[src/hw/core_pkg.sv]
////////////////////
// core package
// opcodes, ALU operations, control and stage register types
////////////////////
`default_nettype none

package core_pkg;

    // base opcodes of the supported RV32I subset
    localparam logic [6:0] OP_REG    = 7'b0110011;
    localparam logic [6:0] OP_IMM    = 7'b0010011;
    localparam logic [6:0] OP_LUI    = 7'b0110111;
    localparam logic [6:0] OP_LOAD   = 7'b0000011;
    localparam logic [6:0] OP_STORE  = 7'b0100011;
    localparam logic [6:0] OP_BRANCH = 7'b1100011;
    localparam logic [6:0] OP_JAL    = 7'b1101111;

    localparam logic [31:0] RESET_PC = 32'h0;

    typedef enum logic [2:0] {
        ALU_ADD,
        ALU_SUB,
        ALU_AND,
        ALU_OR,
        ALU_XOR,
        ALU_SLT,
        ALU_PASSB
    } alu_op_e;

    // all zero is a bubble
    typedef struct packed {
        logic reg_write;
        logic mem_read;
        logic mem_write;
        logic branch_eq;
        logic branch_ne;
        logic jump;
        logic alu_src_imm;
        logic valid;
        logic link;
    } ctrl_t;

    typedef struct packed {
        logic [31:0] pc;
        logic [31:0] instr;
    } if_id_t;

    typedef struct packed {
        ctrl_t       ctrl;
        alu_op_e     alu_op;
        logic [31:0] pc;
        logic [31:0] rs1_val;
        logic [31:0] rs2_val;
        logic [31:0] imm;
        logic [4:0]  rs1;
        logic [4:0]  rs2;
        logic [4:0]  rd;
    } id_ex_t;

    typedef struct packed {
        ctrl_t       ctrl;
        logic [31:0] result;
        logic [31:0] store_data;
        logic [31:0] target;
        logic        take;
        logic [4:0]  rd;
    } ex_mem_t;

    typedef struct packed {
        logic        reg_write;
        logic [4:0]  rd;
        logic [31:0] wdata;
    } mem_wb_t;

endpackage

`default_nettype wire

[src/hw/noper.sv]
////////////////////
// hazard unit
// stall and nop for every pipeline stage
////////////////////
`timescale 1ns/1ps
`default_nettype none

module noper import core_pkg::*; (
    input  wire id_ex_t      id_ex_q,
    input  wire ex_mem_t     ex_mem_q,
    input  wire logic [4:0]  raddr1,
    input  wire logic [4:0]  raddr2,
    input  wire logic        fetch_valid,
    input  wire logic        mem_wait,
    input  wire logic        redirect,
    output logic             stall_if,
    output logic             stall_id,
    output logic             stall_ex,
    output logic             stall_mem,
    output logic             stall_wb,
    output logic             nop_if,
    output logic             nop_id,
    output logic             nop_ex,
    output logic             nop_mem,
    output logic             nop_wb
);

    logic hz_ex;
    logic hz_mem;
    logic dep;

    // rd of zero never matches, raddr of zero means unused
    assign hz_ex  = id_ex_q.ctrl.reg_write && id_ex_q.rd != 5'd0
                 && (id_ex_q.rd == raddr1 || id_ex_q.rd == raddr2);
    assign hz_mem = ex_mem_q.ctrl.reg_write && ex_mem_q.rd != 5'd0
                 && (ex_mem_q.rd == raddr1 || ex_mem_q.rd == raddr2);
    assign dep    = hz_ex | hz_mem;

    always_comb begin
        {stall_if, stall_id, stall_ex, stall_mem, stall_wb} = '0;
        {nop_if, nop_id, nop_ex, nop_mem, nop_wb} = '0;
        if (mem_wait) begin
            // data bus back-pressure freezes everything
            {stall_if, stall_id, stall_ex, stall_mem, stall_wb} = '1;
        end else if (redirect) begin
            // IF squash means the PC reloads from target
            nop_if  = 1'b1;
            nop_id  = 1'b1;
            nop_ex  = 1'b1;
            nop_mem = 1'b1;
        end else if (dep) begin
            stall_if = 1'b1;
            stall_id = 1'b1;
            nop_ex   = 1'b1;
        end else begin
            nop_id = ~fetch_valid;
        end
    end

endmodule

`default_nettype wire

[config.mk]
export PLATFORM = sky130hd
export DESIGN_NAME = noper
export DESIGN_NICKNAME = d
export VERILOG_FILES = /design/src/hw/core_pkg.sv /design/src/hw/noper.sv
export SDC_FILE = /design/constraint.sdc
export NUM_CORES = 1
export LEC_CHECK = 0
export BUFFER_PORTS_ARGS = -buffer_cell sky130_fd_sc_hd__buf_4
export CAP_MARGIN = 10
export CORE_AREA = 2 2 112 114
export DETAILED_ROUTE_END_ITERATION = 8
export DIE_AREA = 0 0 114 116
export PLACE_DENSITY = 0.38
export SETUP_SLACK_MARGIN = 0.02
export SLEW_MARGIN = 20
export SYNTH_ARGS = -nofsm -noshare
export SYNTH_HDL_FRONTEND = slang
export SYNTH_SLANG_ARGS = --single-unit
[constraint.sdc]
create_clock -name vclk -period 1.3
set_clock_uncertainty 0.05 [all_clocks]
set_input_delay 0 -clock vclk [all_inputs]
set_output_delay 0 -clock vclk [all_outputs]
set_load 0.02 [all_outputs]
# Word-level counts from Yosys, hierarchy flattened
# Cells that the tools add are included.
# totals
output_inout_bits	10
register_bits	0
input_bits	279
elab_cells	25
# op_classes
n_eq_ne	4
n_mux	11
bitwise_logic	2
n_reduce_logical	8
# ops
cell	n
== test 5 bit	4
2-to-1 mux 1 bit	11
nonzero test 5 bit	2
logical AND 1 bit	4
logical OR 1 bit	2
inverter 1 bit	1
bitwise OR 1 bit	1

# Depth between registers and ports, before layout
# Gate-level depths: netlist of run 1.
# logic_depth
word_depth	7
mapped_depth	6
ltp_nobuf	5

# Worst setup path after synthesis of run 1
# Ideal clock, no wire load.
# synth_timing
path_kind	in2out
start	input port raddr2[3]
end	output port stall_if
setup_slack_ps	-12
stages	6
arrival_ps	1262
path_cell_list	xor2_1 -> nor3_1 -> a22oi_1 -> o22a_2 -> o21bai_1 -> buf_4
# synth_via
elab_chain_cells	7
# synth_lines
item	line	source
start, declared	noper.sv:12	input wire logic [4:0] raddr2,
== test 5 bit, on equally long branches	noper.sv:34, noper.sv:36	
logical OR 1 bit, on equally long branches	noper.sv:34, noper.sv:36	
logical AND 1 bit, on equally long branches	noper.sv:34, noper.sv:36	
bitwise OR 1 bit (*)	noper.sv:37	assign dep = hz_ex | hz_mem;
2-to-1 mux 1 bit (*) (3 in a row)	--	
end, declared	noper.sv:16	output logic stall_if,
# Mark *: on every way between the ends. The rest lies on a longest branch, timed or not.

# Final worst setup path of run 1
# layout_timing
start	input port ex_mem_q[1] (netlist name)
end	output port nop_id
# layout_via
elab_chain_cells	7
# layout_lines
item	line	source
start, declared	noper.sv:10	input wire ex_mem_t ex_mem_q,
== test 5 bit / nonzero test 5 bit (equally long branches)	noper.sv:36, noper.sv:35	
logical OR 1 bit / logical AND 1 bit (equally long branches)	noper.sv:36, noper.sv:35	
logical AND 1 bit (*)	noper.sv:36	&& (ex_mem_q.rd == raddr1 || ex_mem_q.rd == raddr2);
bitwise OR 1 bit (*)	noper.sv:37	
2-to-1 mux 1 bit (*)	noper.sv:51	end else if (dep) begin
2-to-1 mux 1 bit (*)	noper.sv:45	end else if (redirect) begin
2-to-1 mux 1 bit (*)	noper.sv:42	if (mem_wait) begin
end, declared	noper.sv:22	output logic nop_id,
# Marked as above.

==> flow_metrics.tcl, run 1 <==
set metrics [dict create \
    drt_first_iter_violations 10 \
    cp_data_required_time_ns 1.25 \
    layout.cells.most_common_list "sky130_fd_sc_hd__buf_4 (28), sky130_fd_sc_hd__xor2_1 (18), sky130_fd_sc_hd__buf_6 (8), sky130_fd_sc_hd__nor2_1 (6), sky130_fd_sc_hd__nor3_2 (3)" \
    timing.setup.tns_ns 0 \
    synth_adder_area_share_pct 0 \
    ys_top_cells_by_area "sky130_fd_sc_hd__xor2_1 (51%), sky130_fd_sc_hd__buf_4 (13%), sky130_fd_sc_hd__nor2_1 (6.6%)" \
    grt_remaining_overflow 0 \
    cp-start-kind "input port" \
    timing.critical_path.arrival_ns 1.23 \
    synth-xor-area-share_pct 51.5 \
    initial_utilization_pct 2.86 \
    worst_path_max_delay_cell "sky130_fd_sc_hd__or4_4" \
    post-route-worst-setup-slack_ns 0.0178 \
    grt_max_degree 8 \
    cellPowerDensity_mw_per_mm2 301 \
    p_total_uw 254 \
    min_delay_path_depth 2 \
    holdCritStartpoint "mem_wait" \
    yosysWarningCount 0 \
    io_buffers 34 \
    synth_top_family_by_area "XOR/XNOR gates" \
    place.gp.congestion 0.711 \
    muxShareOfSynthArea_pct 0 \
    postLayoutCellArea_um2 843 \
    cap_violations 0 \
    rsz_0062_raised_after_global_routing "yes" \
    ant_nets 0 \
    period_minus_slack_ns 1.28 \
    floorplan.die_area_mm2 0.0132 \
    sequential_cell_area_um2 0 \
    postSynthCellCount 48 \
    maximum_operating_frequency_mhz 780 \
    setup-violations-final 0 \
    hold_slack_ns 0.207 \
    synthDistinctLibCells 13 \
    static-leakage-power_nw 0.326 \
    drc_markers 0 \
    finalNetCount 359 \
    grt_pass1_wl_um 2390 \
    hp-class "input port to output pin" \
    hold_viol_final 0 \
    post_drt_wl_per_cell_um 7.79 \
    worst_ir_drop_vdd_v 0.0000872 \
    post-route-util_pct 7.08 \
    synth-compound-area-share_pct 16.2 \
    post-place-ws_ns -0.00863 \
    placedCellCount 225 \
    cp_num_buf_inv 2 \
    die_width_um 114 \
    hold_end "stall_wb" \
    timing.critical_path.fanout_max 3 \
    syn_area_per_cell_um2 7.09 \
    dominant_delay_contributor_by_cell_family_on_the_critical_path "simple AND/OR/NAND/NOR gates" \
    mappedNetlistArea_um2 340 \
    floorplan.rows 40 \
    layout_commonest_cell "sky130_fd_sc_hd__buf_4" \
    first_pass_iters 2 \
    worstPathCellList "buf_6 > or4_4 > o21ai_2 > o22a_2 > a21o_1 > buf_6" \
    total_global_route_track_usage_pct 2.45 \
    n_clock_buffer 0 \
    fill_cells 1409 \
    syn_nets 327 \
    first_global_vias 377 \
    synth-seq-area-share_pct 0 \
    timing.setup.critical_path_class "input port to output pin" \
    syn2layout_area_growth_pct 148 \
    cts_setup_buffers 0 \
    critPathMaxStageDelay_ns 0.52 \
    dpl-instance-area_um2 753 \
    post_cts_hold_buffer_count 0 \
    flops_and_latches 0 \
    route.detailed.vias_per_inst 1.85 \
    final_min_period_over_clock_period_pct 98.6 \
    yosysTopAreaCellShare_pct 51.5 \
    grt_antenna_before_repair 1 \
    synth_simple_gate_area_share_pct 16.9 \
    core_footprint_mm2 0.0119 \
    final_layout_size_suffix_gt1_share_pct 61.5 \
    routed_wl_um 1760 \
    endpoint_kind "output pin" \
    die-height_um 116 \
    cell_repeated_most_along_the_worst_path "sky130_fd_sc_hd__buf_6" \
    synth_area_leader_cell "sky130_fd_sc_hd__xor2_1" \
    boundaryPins 289 \
    status "finished clean" \
    final_cells 226 \
    slew_viol_final 0 \
    vias 418 \
]
-- logic make-up after synthesis --
group                     count (synthesis)
AOI/OAI and AO/OA                         8
and+or+nand+nor                          12
buffers and inverters                     7
other                                     1
xor gates and xnor gates                 20
-- metal layers --
layer	part of all wire (%)	track usage (%)	routed length, µm
met5	0	0	0
met1	47	3.63	835
met2	46	3.85	814
met3	6.4	0.575	112
met4	0	0	0
-- power breakdown --
group	switching (mW)	total (mW)	internal (mW)
logic	0.121	0.254	0.133
clock network	0	0.000000103	0.000000103
registers	0	0	0
total	0.121	0.254	0.133
-- worst max path at each step --
| stage | from | end | slack (ns) | cells after the start |
|---|---|---|---|---|
| after floorplan | raddr2[3] | stall_if | 0.14 | 6 |
| after global placement | raddr2[3] | nop_id | -0.02 | 7 |
| after detailed placement | raddr2[3] | nop_id | -0.009 | 7 |
| after CTS | ex_mem_q[1] | nop_id | 0.01 | 6 |
| after global routing | ex_mem_q[1] | nop_id | -0.03 | 6 |
| final | ex_mem_q[1] | nop_id | 0.02 | 6 |
-- area by class of cell --
class | count | area [µm²] | share of cell area [%]
Multi-Input combinational cell | 41 | 353 | 41.8
Antenna cell | 1 | 2.50 | 0.297
Tap cell | 147 | 184 | 21.8
Timing Repair Buffer | 36 | 300 | 35.6
Inverter | 1 | 3.75 | 0.445
-- cell usage after synthesis --
| cell type | n |
|---|---|
| sky130_fd_sc_hd__xor2_1 | 20 |
| sky130_fd_sc_hd__buf_4 | 6 |
| sky130_fd_sc_hd__nor2_1 | 6 |
| sky130_fd_sc_hd__nor3_1 | 4 |
| sky130_fd_sc_hd__a22oi_1 | 2 |
| sky130_fd_sc_hd__o21ai_1 | 2 |
| sky130_fd_sc_hd__or4_1 | 2 |
| sky130_fd_sc_hd__a21o_1 | 1 |
| sky130_fd_sc_hd__a21oi_1 | 1 |
| sky130_fd_sc_hd__conb_1 | 1 |
| sky130_fd_sc_hd__inv_1 | 1 |
| sky130_fd_sc_hd__o21bai_1 | 1 |
| sky130_fd_sc_hd__o22a_2 | 1 |
-- repair_timing --
action                     CTS  global route
gates resized for setup      1            18
pin swaps                    0             7
setup endpoints to repair    4             4
(Power assumes the default switching activity.)
==> run 2: changes to the inputs <==
==> constraint.sdc (replaced) <==
create_clock -name vclk -period 1.3
set_clock_uncertainty 0.05 [all_clocks]
set_input_delay 0.26 -clock vclk [all_inputs]
set_output_delay 0.26 -clock vclk [all_outputs]
set_load 0.02 [all_outputs]
==> flow_metrics.tcl, run 2 (synthesis results as in run 1) <==
set metrics [dict create \
    status "finished with violations" \
    violated_checks "setup timing" \
    critPathMaxStageDelay_ns 0.52 \
    initial_utilization_pct 2.86 \
    final_min_period_over_clock_period_pct 139 \
    hold_end "stall_wb" \
    timing.setup.critical_path_class "input port to output pin" \
    vias 441 \
    grtUsageMet2_pct 4.25 \
    antenna_cells 0 \
    static-leakage-power_nw 0.338 \
    holdCritStartpoint "mem_wait" \
    slew_viol_final 0 \
    die_width_um 114 \
    first_global_vias 438 \
    multi_input_area_um2 332 \
    cellPowerDensity_mw_per_mm2 303 \
    hold_viol_final 0 \
    worst_ir_drop_vdd_v 0.0000826 \
    post_drt_wl_per_cell_um 8.51 \
    worst_path_max_delay_cell "sky130_fd_sc_hd__or4_4" \
    drc_markers 0 \
    syn2layout_area_growth_pct 151 \
    core_footprint_mm2 0.0119 \
    p_total_uw 258 \
    post_cts_hold_buffer_count 0 \
    post-route-worst-setup-slack_ns -0.507 \
    timing.critical_path.fanout_max 3 \
    endpoint_kind "output pin" \
    period_minus_slack_ns 1.81 \
    first_pass_iters 4 \
    grt_antenna_before_repair 0 \
    finalNetCount 361 \
    met1_use_gr_pct 3.91 \
    n_clock_buffer 0 \
    dpl-instance-area_um2 768 \
    setup-violations-final 4 \
    cp_data_required_time_ns 0.99 \
    post-place-ws_ns -0.521 \
    ant_nets 0 \
    route.detailed.vias_per_inst 1.94 \
    total_global_route_track_usage_pct 2.74 \
    layout.cells.most_common_list "sky130_fd_sc_hd__buf_4 (27), sky130_fd_sc_hd__xor2_1 (20), sky130_fd_sc_hd__buf_6 (9), sky130_fd_sc_hd__nor2_1 (6)" \
    grt.busiest_layer "met2" \
    io_buffers 34 \
    floorplan.rows 40 \
    timing.critical_path.arrival_ns 1.50 \
    grt_remaining_overflow 0 \
    worstPathCellList "buf_8 > or4_4 > o21ai_2 > o22a_2 > a21o_1 > buf_6" \
    postLayoutCellArea_um2 853 \
    grt_pass1_wl_um 2730 \
    sequential_cell_area_um2 0 \
    hp-class "input port to output pin" \
    timing.setup.tns_ns -1.94 \
    final_layout_size_suffix_gt1_share_pct 58.8 \
    grt_max_degree 8 \
    fill_cells 1405 \
    flops_and_latches 0 \
    place.detailed.hpwl_um 1760 \
    groute.layer.met3.usage_pct 0.941 \
    routed_wl_um 1930 \
    rsz_0062_raised_after_global_routing "yes" \
    cp-start-kind "input port" \
    drt_first_iter_violations 18 \
    floorplan.die_area_mm2 0.0132 \
    boundaryPins 289 \
    cap_violations 0 \
    maximum_operating_frequency_mhz 553 \
    place.gp.congestion 0.758 \
    layout_commonest_cell "sky130_fd_sc_hd__buf_4" \
    min_delay_path_depth 2 \
    die-height_um 116 \
]
[run 2: what timing repair did]
item                                    4_1_cts  5_1_grt
pin swaps                                     4       10
cloned                                        0        0
buffers inserted                              0        1
endpoints found under the setup margin        4        4
gates resized for setup                       6       14
[run 2: layer usage]
layer | part of all wire [%] | wire length, µm
met2 | 43 | 825
met3 | 9.7 | 188
met1 | 48 | 918
met5 | 0 | 0
met4 | 0 | 0
[run 2: area by class of cell]
cell class | instances | area share, %
inverters | 1 | 0.440
multi-input cells | 41 | 38.9
well taps | 147 | 21.6
repair buffers | 38 | 39.1
[run 2: worst max path at each step]
stage,startpoint,endpoint,depth (start not counted)
2_1_floorplan,ex_mem_q[1],stall_if,5
3_3_place_gp,ex_mem_q[1],nop_id,6
3_5_place_dp,ex_mem_q[1],nop_id,6
4_1_cts,ex_mem_q[4],nop_id,6
5_1_grt,ex_mem_q[1],nop_id,6
6_report,id_ex_q[3],nop_id,6
[run 2: report_power, final]
part	switching, mW	total [mW]	internal [mW]
registers	0	0	0
logic	0.119	0.258	0.139
clock network	0	0	0
total	0.119	0.258	0.139
[run 2: worst max-delay path: cells and delay by family]
family                 cells  cell delay (ns)
AOI/OAI and AO/OA          3             0.50
buffers and inverters      2             0.21
and+or+nand+nor            1             0.52
[run 2: per-stage QoR]
stage,utilization (%),hold slack (ns),std cells
6_report,7.16,0.737,227
5_1_grt,7.16,0.757,227
4_1_cts,6.64,0.737,226
3_5_place_dp,6.45,0.739,226
3_3_place_gp,6.45,0.738,226
2_1_floorplan,-,0.547,48
