$ cat config.mk
export PLATFORM = sky130hd
export DESIGN_NAME = execute
export DESIGN_NICKNAME = d
export VERILOG_FILES = /design/src/hw/core_pkg.sv /design/src/hw/execute.sv
export SDC_FILE = /design/constraint.sdc
export NUM_CORES = 1
export LEC_CHECK = 0
export ABC_AREA = 1
export BUFFER_PORTS_ARGS = -buffer_cell sky130_fd_sc_hd__buf_2
export CORE_MARGIN = 10
export CORE_UTILIZATION = 30
export DETAILED_ROUTE_END_ITERATION = 16
export SLEW_MARGIN = 20
export SYNTH_ARGS = -nofsm -noshare
export SYNTH_HDL_FRONTEND = slang
export SYNTH_SLANG_ARGS = --single-unit
$ cat constraint.sdc
create_clock -name vclk -period 8.8
set_input_delay 0.88 -clock vclk [all_inputs]
set_output_delay 0.88 -clock vclk [all_outputs]
set_load 0.05 [all_outputs]
$ cat src/hw/core_pkg.sv
////////////////////
// core package
// opcodes, ALU operations, control and stage register types
////////////////////
`default_nettype none

package core_pkg;

    // base opcodes of the supported RV32I subset
    localparam logic [6:0] OP_REG    = 7'b0110011;
    localparam logic [6:0] OP_IMM    = 7'b0010011;
    localparam logic [6:0] OP_LUI    = 7'b0110111;
    localparam logic [6:0] OP_LOAD   = 7'b0000011;
    localparam logic [6:0] OP_STORE  = 7'b0100011;
    localparam logic [6:0] OP_BRANCH = 7'b1100011;
    localparam logic [6:0] OP_JAL    = 7'b1101111;

    localparam logic [31:0] RESET_PC = 32'h0;

    typedef enum logic [2:0] {
        ALU_ADD,
        ALU_SUB,
        ALU_AND,
        ALU_OR,
        ALU_XOR,
        ALU_SLT,
        ALU_PASSB
    } alu_op_e;

    // all zero is a bubble
    typedef struct packed {
        logic reg_write;
        logic mem_read;
        logic mem_write;
        logic branch_eq;
        logic branch_ne;
        logic jump;
        logic alu_src_imm;
        logic valid;
        logic link;
    } ctrl_t;

    typedef struct packed {
        logic [31:0] pc;
        logic [31:0] instr;
    } if_id_t;

    typedef struct packed {
        ctrl_t       ctrl;
        alu_op_e     alu_op;
        logic [31:0] pc;
        logic [31:0] rs1_val;
        logic [31:0] rs2_val;
        logic [31:0] imm;
        logic [4:0]  rs1;
        logic [4:0]  rs2;
        logic [4:0]  rd;
    } id_ex_t;

    typedef struct packed {
        ctrl_t       ctrl;
        logic [31:0] result;
        logic [31:0] store_data;
        logic [31:0] target;
        logic        take;
        logic [4:0]  rd;
    } ex_mem_t;

    typedef struct packed {
        logic        reg_write;
        logic [4:0]  rd;
        logic [31:0] wdata;
    } mem_wb_t;

endpackage

`default_nettype wire

$ cat src/hw/execute.sv
////////////////////
// execute stage
// ALU, branch compare and target
////////////////////
`timescale 1ns/1ps
`default_nettype none

module execute import core_pkg::*; (
    input  wire id_ex_t ex_in,
    output ex_mem_t     ex_out
);

    logic [31:0] op_a;
    logic [31:0] op_b;
    logic [31:0] alu_y;
    logic [31:0] pc_plus4;
    logic        eq;

    assign op_a = ex_in.rs1_val;
    assign op_b = ex_in.ctrl.alu_src_imm ? ex_in.imm : ex_in.rs2_val;

    always_comb begin
        case (ex_in.alu_op)
            ALU_ADD:   alu_y = op_a + op_b;
            ALU_SUB:   alu_y = op_a - op_b;
            ALU_AND:   alu_y = op_a & op_b;
            ALU_OR:    alu_y = op_a | op_b;
            ALU_XOR:   alu_y = op_a ^ op_b;
            ALU_SLT:   alu_y = {31'b0, $signed(op_a) < $signed(op_b)};
            ALU_PASSB: alu_y = op_b;
            default:   alu_y = op_b;
        endcase
    end

    assign pc_plus4 = ex_in.pc + 32'd4;

    // branch compare always on the register values
    assign eq = (ex_in.rs1_val == ex_in.rs2_val);

    always_comb begin
        ex_out.ctrl       = ex_in.ctrl;
        ex_out.result     = ex_in.ctrl.link ? pc_plus4 : alu_y;
        ex_out.store_data = ex_in.rs2_val;
        // both branches and jal are pc relative
        ex_out.target     = ex_in.pc + ex_in.imm;
        ex_out.take       = ex_in.ctrl.jump
                          | (ex_in.ctrl.branch_eq & eq)
                          | (ex_in.ctrl.branch_ne & ~eq);
        ex_out.rd         = ex_in.rd;
    end

endmodule

`default_nettype wire

# Word-level counts from Yosys, hierarchy flattened
# Index checks and enable logic that the tools add are counted.
[op_classes]
muxes = 3
n_lt_le_gt_ge = 1
n_addsub = 4
bitwise = 8
eq_ne = 6
reduce_logical = 1
[op_table]
columns = ["op", "n"]
rows = [
  ["case mux 32 bit (6 select lines)", 1],
  ["adder 32 bit", 2],
  ["2-to-1 mux 32 bit", 2],
  ["adder 32 x 3 -> 32 bit, second input constant", 1],
  ["bitwise AND 32 bit", 1],
  ["== test 32 bit", 1],
  ["< comparator 32 bit", 1],
  ["OR 32 bit", 1],
  ["subtractor 32 bit", 1],
  ["bitwise XOR 32 bit", 1],
  ["== test 3 x 2 -> 1 bit, second input constant", 2],
  ["== test 3 bit, second input constant", 2],
  ["== test 3 x 1 -> 1 bit, second input constant", 1],
  ["zero test 3 bit", 1],
  ["bitwise AND 1 bit", 2],
  ["OR 1 bit", 2],
  ["inverter 1 bit", 1],
]
[word_totals]
out_inout_bits = 111
reg_bits = 0
elab_cells = 23

# Longest topological paths before layout
# Gate-level depths: netlist of the first run.
[logic_depth]
ltp_word = 4
mapped_depth = 22
depth_no_buf = 20

# Worst setup path before layout of the first run
# No wires, ideal clock.
[synth_timing]
path_kind = "input -> output"
startpoint = "in ex_in[148] in the netlist's numbering"
endpoint = "out ex_out[80] in the netlist's numbering"
t_required_ps = 7920
cell_stages = 18
arrival_ps = 4038
setup_slack_ps = 3882
cell_sequence = "clkbuf_1 -> clkbuf_1 -> nand2_1 -> o21ai_0 -> inv_1 -> ha_1 -> fa_1 -> nand2_1 -> nand2_1 -> nand3_1 -> nand2_1 -> nand2_1 -> nand2_1 -> nand2_1 -> nand3_1 -> nand3_1 -> a21oi_1 -> o21ai_0"
[synth_rtl]
columns = ["item", "line", "source"]
rows = [
  ["start: declaration", "execute.sv:9", "input wire id_ex_t ex_in,"],
  ["end: declaration", "execute.sv:10", "output ex_mem_t ex_out"],
]

==> impl_metrics.env, run 1 <==
export IMPL_outcome="completed"
export IMPL_avgSynthCellArea_sq_um=5.12
export IMPL_grt_use_met3=0.0258
export IMPL_design_seq_count=0
export IMPL_post_route_period_util=0.591
export IMPL_crit_slowest_cell="ha_1"
export IMPL_io_pins=266
export IMPL_finalCriticalPeriod_ns=5.20
export IMPL_drt_iter0_drc=1350
export IMPL_crit_arrival_ns=4.32
export IMPL_multi_input_comb_area_sq_um=8600
export IMPL_grt_pass1_wl_microns=75700
export IMPL_holdCritPathClass="in2out"
export IMPL_end_kind="primary output"
export IMPL_synth_cell_type_count=45
export IMPL_dr_pass1_iters=6
export IMPL_slew_viol_final=0
export IMPL_io_buffers=238
export IMPL_synth_nets=2390
export IMPL_antenna_found_initial=4
export IMPL_p_leak_nw=7.07
export IMPL_wl_per_cell_microns=18.6
export IMPL_dpl_worst_slack_ns=3.66
export IMPL_ys_seq_area_frac=0
export IMPL_cts_resized_gates=0
export IMPL_drive_gt1_frac=0.121
export IMPL_viasPerCell=5.09
export IMPL_grt_pass1_vias=13500
export IMPL_gr_usage_all_layers=0.215
export IMPL_start_kind="input port"
export IMPL_seqCellArea_sq_um=0
export IMPL_path_max_fanout=55
export IMPL_syn2layout_area_growth_pct=11.4
export IMPL_die_h_microns=209
export IMPL_synth_top_area_frac=0.229
export IMPL_drt_total_wl_microns=50200
export IMPL_initial_core_util=0.303
export IMPL_synth_top_cells_by_area="nand2_1 23%, ha_1 16%, inv_1 14%"
export IMPL_nNetsFinal=2538
export IMPL_final_cell_count_no_fill=2703
export IMPL_gr_max_usage_layer="met2"
export IMPL_critPathRequiredTime_ns=7.92
export IMPL_overflow=0
export IMPL_dp_cells=2700
export IMPL_mostFrequentLayoutCell="nand2_1"
export IMPL_fmax_mhz=192
export IMPL_tightest_slew_ns=1.01
export IMPL_remaining_drc_errors=0
export IMPL_ir_drop_uv=78.5
export IMPL_cts_setup_buffers=0
export IMPL_worst_slack_ns=3.60
export IMPL_worstPathCellList="buf_2 -> buf_4 -> o21ai_0 -> ha_1 -> inv_2 -> a21oi_1 -> nand2_1 -> nand3b_1 -> nand2_1 -> nand2_1 -> nand2_1 -> nand3_1 -> nand3_1 -> nand2_1 -> o21ai_1 -> buf_2"
export IMPL_layout_common_cells="653 x nand2_1, 398 x inv_1, 238 x buf_2"
export IMPL_cp_slowest_stage_delay_ns=0.55
export IMPL_hold_ws_ns=1.76
export IMPL_yosysTopAreaCell="nand2_1"
export IMPL_gp_congestion=1.09
export IMPL_vias=13800
export IMPL_cellPowerDensity_nw_per_um2=89.0
export IMPL_dp_hpwl_microns=43300
export IMPL_crit_top_cell="nand2_1"
export IMPL_p_total_mw=1.06
export IMPL_die_area_sq_um=43700
export IMPL_final_setup_tns_ns=0
export IMPL_setup_viol=0
export IMPL_nFillCells=4128
export IMPL_finalHoldViolations=0
export IMPL_rows=69
export IMPL_grt_max_degree=56
export IMPL_crit_family="buffers and inverters"
export IMPL_cts_hold_buffers=0
export IMPL_synth_area_sq_um=10700
export IMPL_relSlewSlack=0.325
export IMPL_core_region_area_sq_um=35400
export IMPL_ant_nets=0
export IMPL_finish_utilization=0.337
export IMPL_grtUsageMet1=0.266
export IMPL_ys_warn_count=0
export IMPL_die_x_microns=209
export IMPL_path_buf_inv=4
export IMPL_path_class="in2out"
export IMPL_syn_inst=2093
export IMPL_met2_usage=0.380
export IMPL_post_route_cell_area_sq_um=11900
export IMPL_maxCapViolCount=0
export IMPL_placed_area_sq_um=11900
export IMPL_rsz0062_at_grt="false"
export IMPL_n_clock_buffer=0
final cells by class:
cell class,instances,area share
multi-input cells,1591,0.720
repair buffers,244,0.104
inverters,404,0.127
diodes,3,0.000629
well taps,461,0.0483
report_power, final:
group / switching [mW] / internal, mW
logic: 0.780 / 0.282
registers: 0 / 0
clock network: 0 / 0.0000000456
total: 0.780 / 0.282
worst paths after layout:
| path | startpoint | to | slack [ns] | depth (start not counted) |
|---|---|---|---|---|
| max | ex_in[148] | ex_out[89] | 3.60 | 16 |
| min | ex_in[3] | ex_out[3] | 1.76 | 0 |
logic make-up after synthesis:
family	Yosys count	share of synthesized area
compound gates	309	0.165
xor+xnor	62	0.0507
fa+ha+maj	142	0.168
buf+inv	502	0.197
simple gates	1078	0.420
cells in the mapped netlist, types with 22 or more instances:
cell type	count
nand2_1	653
inv_1	398
nor2_1	166
nand3_1	163
ha_1	139
a21oi_1	124
o21ai_0	93
buf_4	48
xor2_1	40
buf_2	31
nor3_1	31
nand4_1	26
xnor2_1	22
metal layers:
layer,wire (microns),vias to the layer above
met3,3400,77
met5,11,-
met2,23900,577
met4,1450,2
met1,21400,6227
li1,-,6873
No activity file was read; power rests on OpenSTA's default activity.
==> run 2: changes to the inputs <==
==> constraint.sdc (replaced) <==
create_clock -name vclk -period 4.3
set_input_delay 0.43 -clock vclk [all_inputs]
set_output_delay 0.43 -clock vclk [all_outputs]
set_load 0.05 [all_outputs]
==> impl_metrics.env, run 2 (synthesized netlist as in run 1, its figures left out) <==
export IMPL_fmax_mhz=248
export IMPL_mostFrequentLayoutCell="nand2_1"
export IMPL_path_class="in2out"
export IMPL_maxCapViolCount=0
export IMPL_cp_slowest_stage_delay_ns=0.50
export IMPL_io_pins=266
export IMPL_drt_total_wl_microns=50400
export IMPL_holdPathStages=0
export IMPL_rows=69
export IMPL_viasPerCell=5.02
export IMPL_slew_viol_final=0
export IMPL_ant_nets=0
export IMPL_dp_hpwl_microns=43800
export IMPL_nNetsFinal=2550
export IMPL_crit_slowest_cell="o21ai_0"
export IMPL_worstPathCellList="buf_2 -> buf_12 -> o21ai_0 -> ha_1 -> nor2_1 -> inv_1 -> nor2_1 -> nand2_1 -> inv_1 -> nand2_1 -> nand3_1 -> nand3_1 -> nand3_1 -> nand2_1 -> o21ai_1 -> buf_2"
export IMPL_holdPathEnd="ex_out[3]"
export IMPL_hold_start="ex_in[3]"
export IMPL_seqCellArea_sq_um=0
export IMPL_cellPowerDensity_nw_per_um2=182
export IMPL_start_kind="input port"
export IMPL_grt_use_met3=0.0292
export IMPL_gr_max_usage_layer="met2"
export IMPL_grtUsageMet1=0.270
export IMPL_gr_usage_all_layers=0.216
export IMPL_ir_drop_uv=132
export IMPL_grt_pass1_vias=13300
export IMPL_tightest_slew_ns=0.848
export IMPL_cts_hold_buffers=0
export IMPL_rsz0062_at_grt="false"
export IMPL_gp_congestion=1.13
export IMPL_drive_gt1_frac=0.126
export IMPL_drt_iter0_drc=1376
export IMPL_met2_usage=0.383
export IMPL_die_area_sq_um=43700
export IMPL_dr_pass1_iters=7
export IMPL_remaining_drc_errors=0
export IMPL_die_x_microns=209
export IMPL_setup_viol=0
export IMPL_die_h_microns=209
export IMPL_design_seq_count=0
export IMPL_layout_common_cells="653 x nand2_1, 398 x inv_1, 238 x buf_2"
export IMPL_holdCritPathClass="in2out"
export IMPL_post_route_period_util=0.937
export IMPL_nFillCells=4100
export IMPL_multi_input_comb_area_sq_um=8600
export IMPL_outcome="completed"
export IMPL_syn2layout_area_growth_pct=12.4
export IMPL_n_clock_buffer=0
export IMPL_cts_setup_buffers=0
export IMPL_io_buffers=238
export IMPL_grt_max_degree=43
export IMPL_crit_arrival_ns=3.60
export IMPL_antenna_found_initial=4
export IMPL_finalHoldViolations=0
export IMPL_overflow=0
export IMPL_cts_resized_gates=0
export IMPL_vias=13600
export IMPL_initial_core_util=0.303
export IMPL_path_max_fanout=42
export IMPL_finalCriticalPeriod_ns=4.03
export IMPL_p_leak_nw=7.13
export IMPL_end_kind="primary output"
export IMPL_core_region_area_sq_um=35400
export IMPL_wl_per_cell_microns=18.6
export IMPL_relSlewSlack=0.429
export IMPL_finish_utilization=0.340
export IMPL_critPathRequiredTime_ns=3.87
export IMPL_grt_pass1_wl_microns=76300
export IMPL_final_setup_tns_ns=0
[run 2: how the worst max path moves through the flow]
| stage | from | slack (ns) | to | cells past startpoint |
|---|---|---|---|---|
| 2_1_floorplan | ex_in[148] | 0.28 | ex_out[80] | 18 |
| 3_3_place_gp | ex_in[148] | 0.40 | ex_out[70] | 14 |
| 3_5_place_dp | ex_in[148] | 0.32 | ex_out[70] | 14 |
| 4_1_cts | ex_in[148] | 0.32 | ex_out[70] | 14 |
| 5_1_grt | ex_in[148] | 0.04 | ex_out[101] | 17 |
| 6_report | ex_in[148] | 0.27 | ex_out[89] | 16 |
[run 2: through the flow]
stage | hold slack, ns | area [sq um] | power (mW) | setup WS, ns | cells
finish | 0.860 | 12000 | 2.19 | 0.272 | 2716
floorplan | 1.03 | 10700 | 1.55 | 0.282 | 2093
global route | 0.860 | 12000 | 2.38 | 0.0415 | 2712
CTS | 0.860 | 12000 | 2.16 | 0.319 | 2712
detailed placement | 0.860 | 12000 | 2.15 | 0.320 | 2712
global placement | 0.860 | 12000 | 2.14 | 0.398 | 2712
[run 2: layer usage]
layer  share of wire  vias up
met2            0.48      516
li1                -     6881
met3           0.068       59
met4           0.026        0
met5               0        -
met1            0.43     6188
[run 2: critical path: cells and delay by family]
kind | cells | cell delay [ns]
buffers and inverters | 5 | 0.96
and+or+nand+nor | 8 | 1.02
adders and majority gates | 1 | 0.45
AOI/OAI and AO/OA | 2 | 0.71
[run 2: power breakdown]
group	internal (mW)	switching, mW	total (mW)
clock	0.000000124	0	0.000000124
combinational	0.590	1.60	2.19
sequential	0	0	0
total	0.590	1.60	2.19
[run 2: cell type report]
cell class                 count  share of cell area
antenna                        4            0.000831
inverter                     404               0.126
multi-input combinational   1591               0.714
tap                          461              0.0479
timing repair buffer         256               0.111
==> run 3: changes to the inputs <==
--- a/config.mk
+++ b/config.mk
@@ -5,11 +5,10 @@
 export SDC_FILE = /design/constraint.sdc
 export NUM_CORES = 1
 export LEC_CHECK = 0
-export ABC_AREA = 1
-export BUFFER_PORTS_ARGS = -buffer_cell sky130_fd_sc_hd__buf_2
 export CORE_MARGIN = 10
 export CORE_UTILIZATION = 30
 export DETAILED_ROUTE_END_ITERATION = 16
+export DONT_BUFFER_PORTS = 1
 export SLEW_MARGIN = 20
 export SYNTH_ARGS = -nofsm -noshare
 export SYNTH_HDL_FRONTEND = slang
==> impl_metrics.env, run 3 <==
export IMPL_outcome="completed"
export IMPL_synth_area_sq_um=8910
export IMPL_grt_max_degree=73
export IMPL_clockPowerShare=0
export IMPL_wl_per_cell_microns=23.2
export IMPL_ys_seq_area_frac=0
export IMPL_drt_iter0_drc=855
export IMPL_die_x_microns=192
export IMPL_cts_setup_buffers=0
export IMPL_core_region_area_sq_um=29500
export IMPL_holdPathEnd="ex_out[0]"
export IMPL_dr_pass1_iters=5
export IMPL_vias=9930
export IMPL_layout_common_cells="139 x ha_1, 123 x a21oi_1, 101 x inv_1"
export IMPL_syn2layout_area_growth_pct=9.50
export IMPL_grt_pass1_vias=9641
export IMPL_initial_core_util=0.302
export IMPL_viasPerCell=5.82
export IMPL_worstPathCellList="mux2_2 -> ha_1 -> fa_1 -> a21o_1 -> and4_1 -> a211oi_4 -> o21ai_2 -> a221o_1 -> a31oi_1 -> a21oi_1 -> xor2_1 -> a221oi_2 -> buf_4 -> a221oi_4 -> buf_12"
export IMPL_overflow=0
export IMPL_hold_start="ex_in[0]"
export IMPL_syn_inst=1325
export IMPL_finalHoldViolations=0
export IMPL_die_h_microns=192
export IMPL_gr_max_usage_layer="met2"
export IMPL_fmax_mhz=239
export IMPL_diodes=0
export IMPL_avgSynthCellArea_sq_um=6.73
export IMPL_p_leak_nw=4.32
export IMPL_post_route_period_util=0.974
export IMPL_post_route_cell_area_sq_um=9760
export IMPL_seqCellArea_sq_um=0
export IMPL_crit_slowest_cell="fa_1"
export IMPL_p_switching_mw=1.21
export IMPL_sw_frac_of_total=0.642
export IMPL_critPathRequiredTime_ns=3.87
export IMPL_design_seq_count=0
export IMPL_synth_top_cells_by_area="ha_1 20%, xnor2_1 7.8%, a21oi_1 7.0%"
export IMPL_path_class="in2out"
export IMPL_seq_power_share=0
export IMPL_cp_slowest_stage_delay_ns=0.43
export IMPL_dpl_worst_slack_ns=-0.149
export IMPL_rows=63
export IMPL_ant_nets=0
export IMPL_grt_use_met3=0.0464
export IMPL_start_kind="input port"
export IMPL_finalCriticalPeriod_ns=4.19
export IMPL_rsz0062_at_grt="false"
export IMPL_io_buffers=0
export IMPL_gp_congestion=0.960
export IMPL_nNetsFinal=1614
export IMPL_combPwrFrac=1.000
export IMPL_placed_area_sq_um=9710
export IMPL_relSlewSlack=0.242
export IMPL_grtUsageMet1=0.259
export IMPL_mostFrequentLayoutCell="ha_1"
export IMPL_synth_cell_type_count=76
export IMPL_yosysTopAreaCell="ha_1"
export IMPL_die_area_sq_um=37000
export IMPL_yosysMostFrequentCell="ha_1"
export IMPL_io_pins=266
export IMPL_worst_slack_ns=0.112
export IMPL_ir_drop_uv=150
export IMPL_n_clock_buffer=0
export IMPL_cellPowerDensity_nw_per_um2=193
export IMPL_path_max_fanout=33
export IMPL_end_kind="primary output"
export IMPL_drt_total_wl_microns=39500
export IMPL_gr_usage_all_layers=0.203
export IMPL_holdPathStages=0
export IMPL_synth_top_area_frac=0.195
export IMPL_slew_viol_final=0
export IMPL_maxCapViolCount=0
export IMPL_dp_hpwl_microns=32700
export IMPL_met2_usage=0.334
export IMPL_ys_warn_count=0
export IMPL_synth_nets=1622
export IMPL_tightest_slew_ns=1.13
export IMPL_path_buf_inv=2
export IMPL_crit_family="compound AO/OA/AOI/OAI gates"
export IMPL_drive_gt1_frac=0.127
export IMPL_final_setup_tns_ns=0
export IMPL_remaining_drc_errors=0
export IMPL_synth_commonest_cells="139 x ha_1, 124 x a21oi_1, 101 x inv_1"
export IMPL_grt_pass1_wl_microns=59400
export IMPL_p_int_uw=675
export IMPL_holdCritPathClass="in2out"
export IMPL_cts_hold_buffers=0
export IMPL_crit_arrival_ns=3.76
export IMPL_setup_viol=0
export IMPL_antenna_found_initial=0
-- run 3: cell count changes after synthesis, sizes merged, moves of 17 or more --
cell | before | now
a21o | 7 | 37
a22oi | 0 | 23
buf | 80 | 63
clkbuf | 18 | 49
inv | 403 | 107
mux2i | 0 | 27
nand2 | 655 | 92
nand3 | 163 | 36
nor2 | 170 | 100
xnor2 | 22 | 79
-- run 3: logic make-up (layout without fill, tap and decap cells) --
| kind of cell | Yosys count | after routing | share of synthesized area |
|---|---|---|---|
| AOI/OAI and AO/OA | 467 | 467 | 0.344 |
| buffers and inverters | 220 | 210 | 0.115 |
| muxes | 39 | 39 | 0.0455 |
| xor gates and xnor gates | 110 | 110 | 0.108 |
| adders and majority gates | 142 | 142 | 0.202 |
| and+or+nand+nor | 347 | 347 | 0.186 |
-- run 3: metal layers --
layer / vias up / part of all wire
met5: - / 0
met4: 0 / 0.032
met3: 64 / 0.088
met2: 433 / 0.46
met1: 4724 / 0.42
li1: 4709 / -
-- run 3: how the worst max path moves through the flow --
stage | start | end | slack (ns) | depth (start not counted)
4_1_cts | ex_in[148] | ex_out[94] | 0.008 | 15
5_1_grt | ex_in[148] | ex_out[99] | 0.01 | 15
6_report | ex_in[148] | ex_out[94] | 0.11 | 15
3_3_place_gp | ex_in[148] | ex_out[70] | -0.18 | 17
2_1_floorplan | ex_in[148] | ex_out[94] | -0.004 | 15
3_5_place_dp | ex_in[148] | ex_out[70] | -0.15 | 15
-- run 3: power groups by stage --
| stage | clock (mW) | combinational (mW) | sequential [mW] |
|---|---|---|---|
| floorplan | 0 | 1.49 | 0 |
| global placement | 0 | 1.84 | 0 |
| CTS | 0 | 1.86 | 0 |
| detailed placement | 0 | 1.85 | 0 |
| finish | 0 | 1.88 | 0 |
| global route | 0 | 2.02 | 0 |
-- run 3: metrics by stage --
step | hold slack [ns] | cells | util | power, mW
final | 0.860 | 1705 | 0.331 | 1.88
after CTS | 0.860 | 1705 | 0.329 | 1.86
after global placement | 0.860 | 1705 | 0.329 | 1.84
after detailed placement | 0.860 | 1705 | 0.329 | 1.85
after global routing | 0.860 | 1705 | 0.331 | 2.02
after floorplan | 1.03 | 1325 | - | 1.49
-- run 3: final cells by class --
| type | count | area, sq um |
|---|---|---|
| fill | 3335 | 19700 |
| multi-input combinational | 1105 | 8080 |
| tap | 390 | 488 |
| inverter | 108 | 405 |
| timing repair buffer | 102 | 791 |
-- run 3: repair_timing --
| item | in CTS | in global routing |
|---|---|---|
| gates resized for setup | 2 | 9 |
| setup endpoints to repair | 1 | 6 |
| hold endpoints to repair | 0 | 0 |
| pin swaps | 0 | 3 |
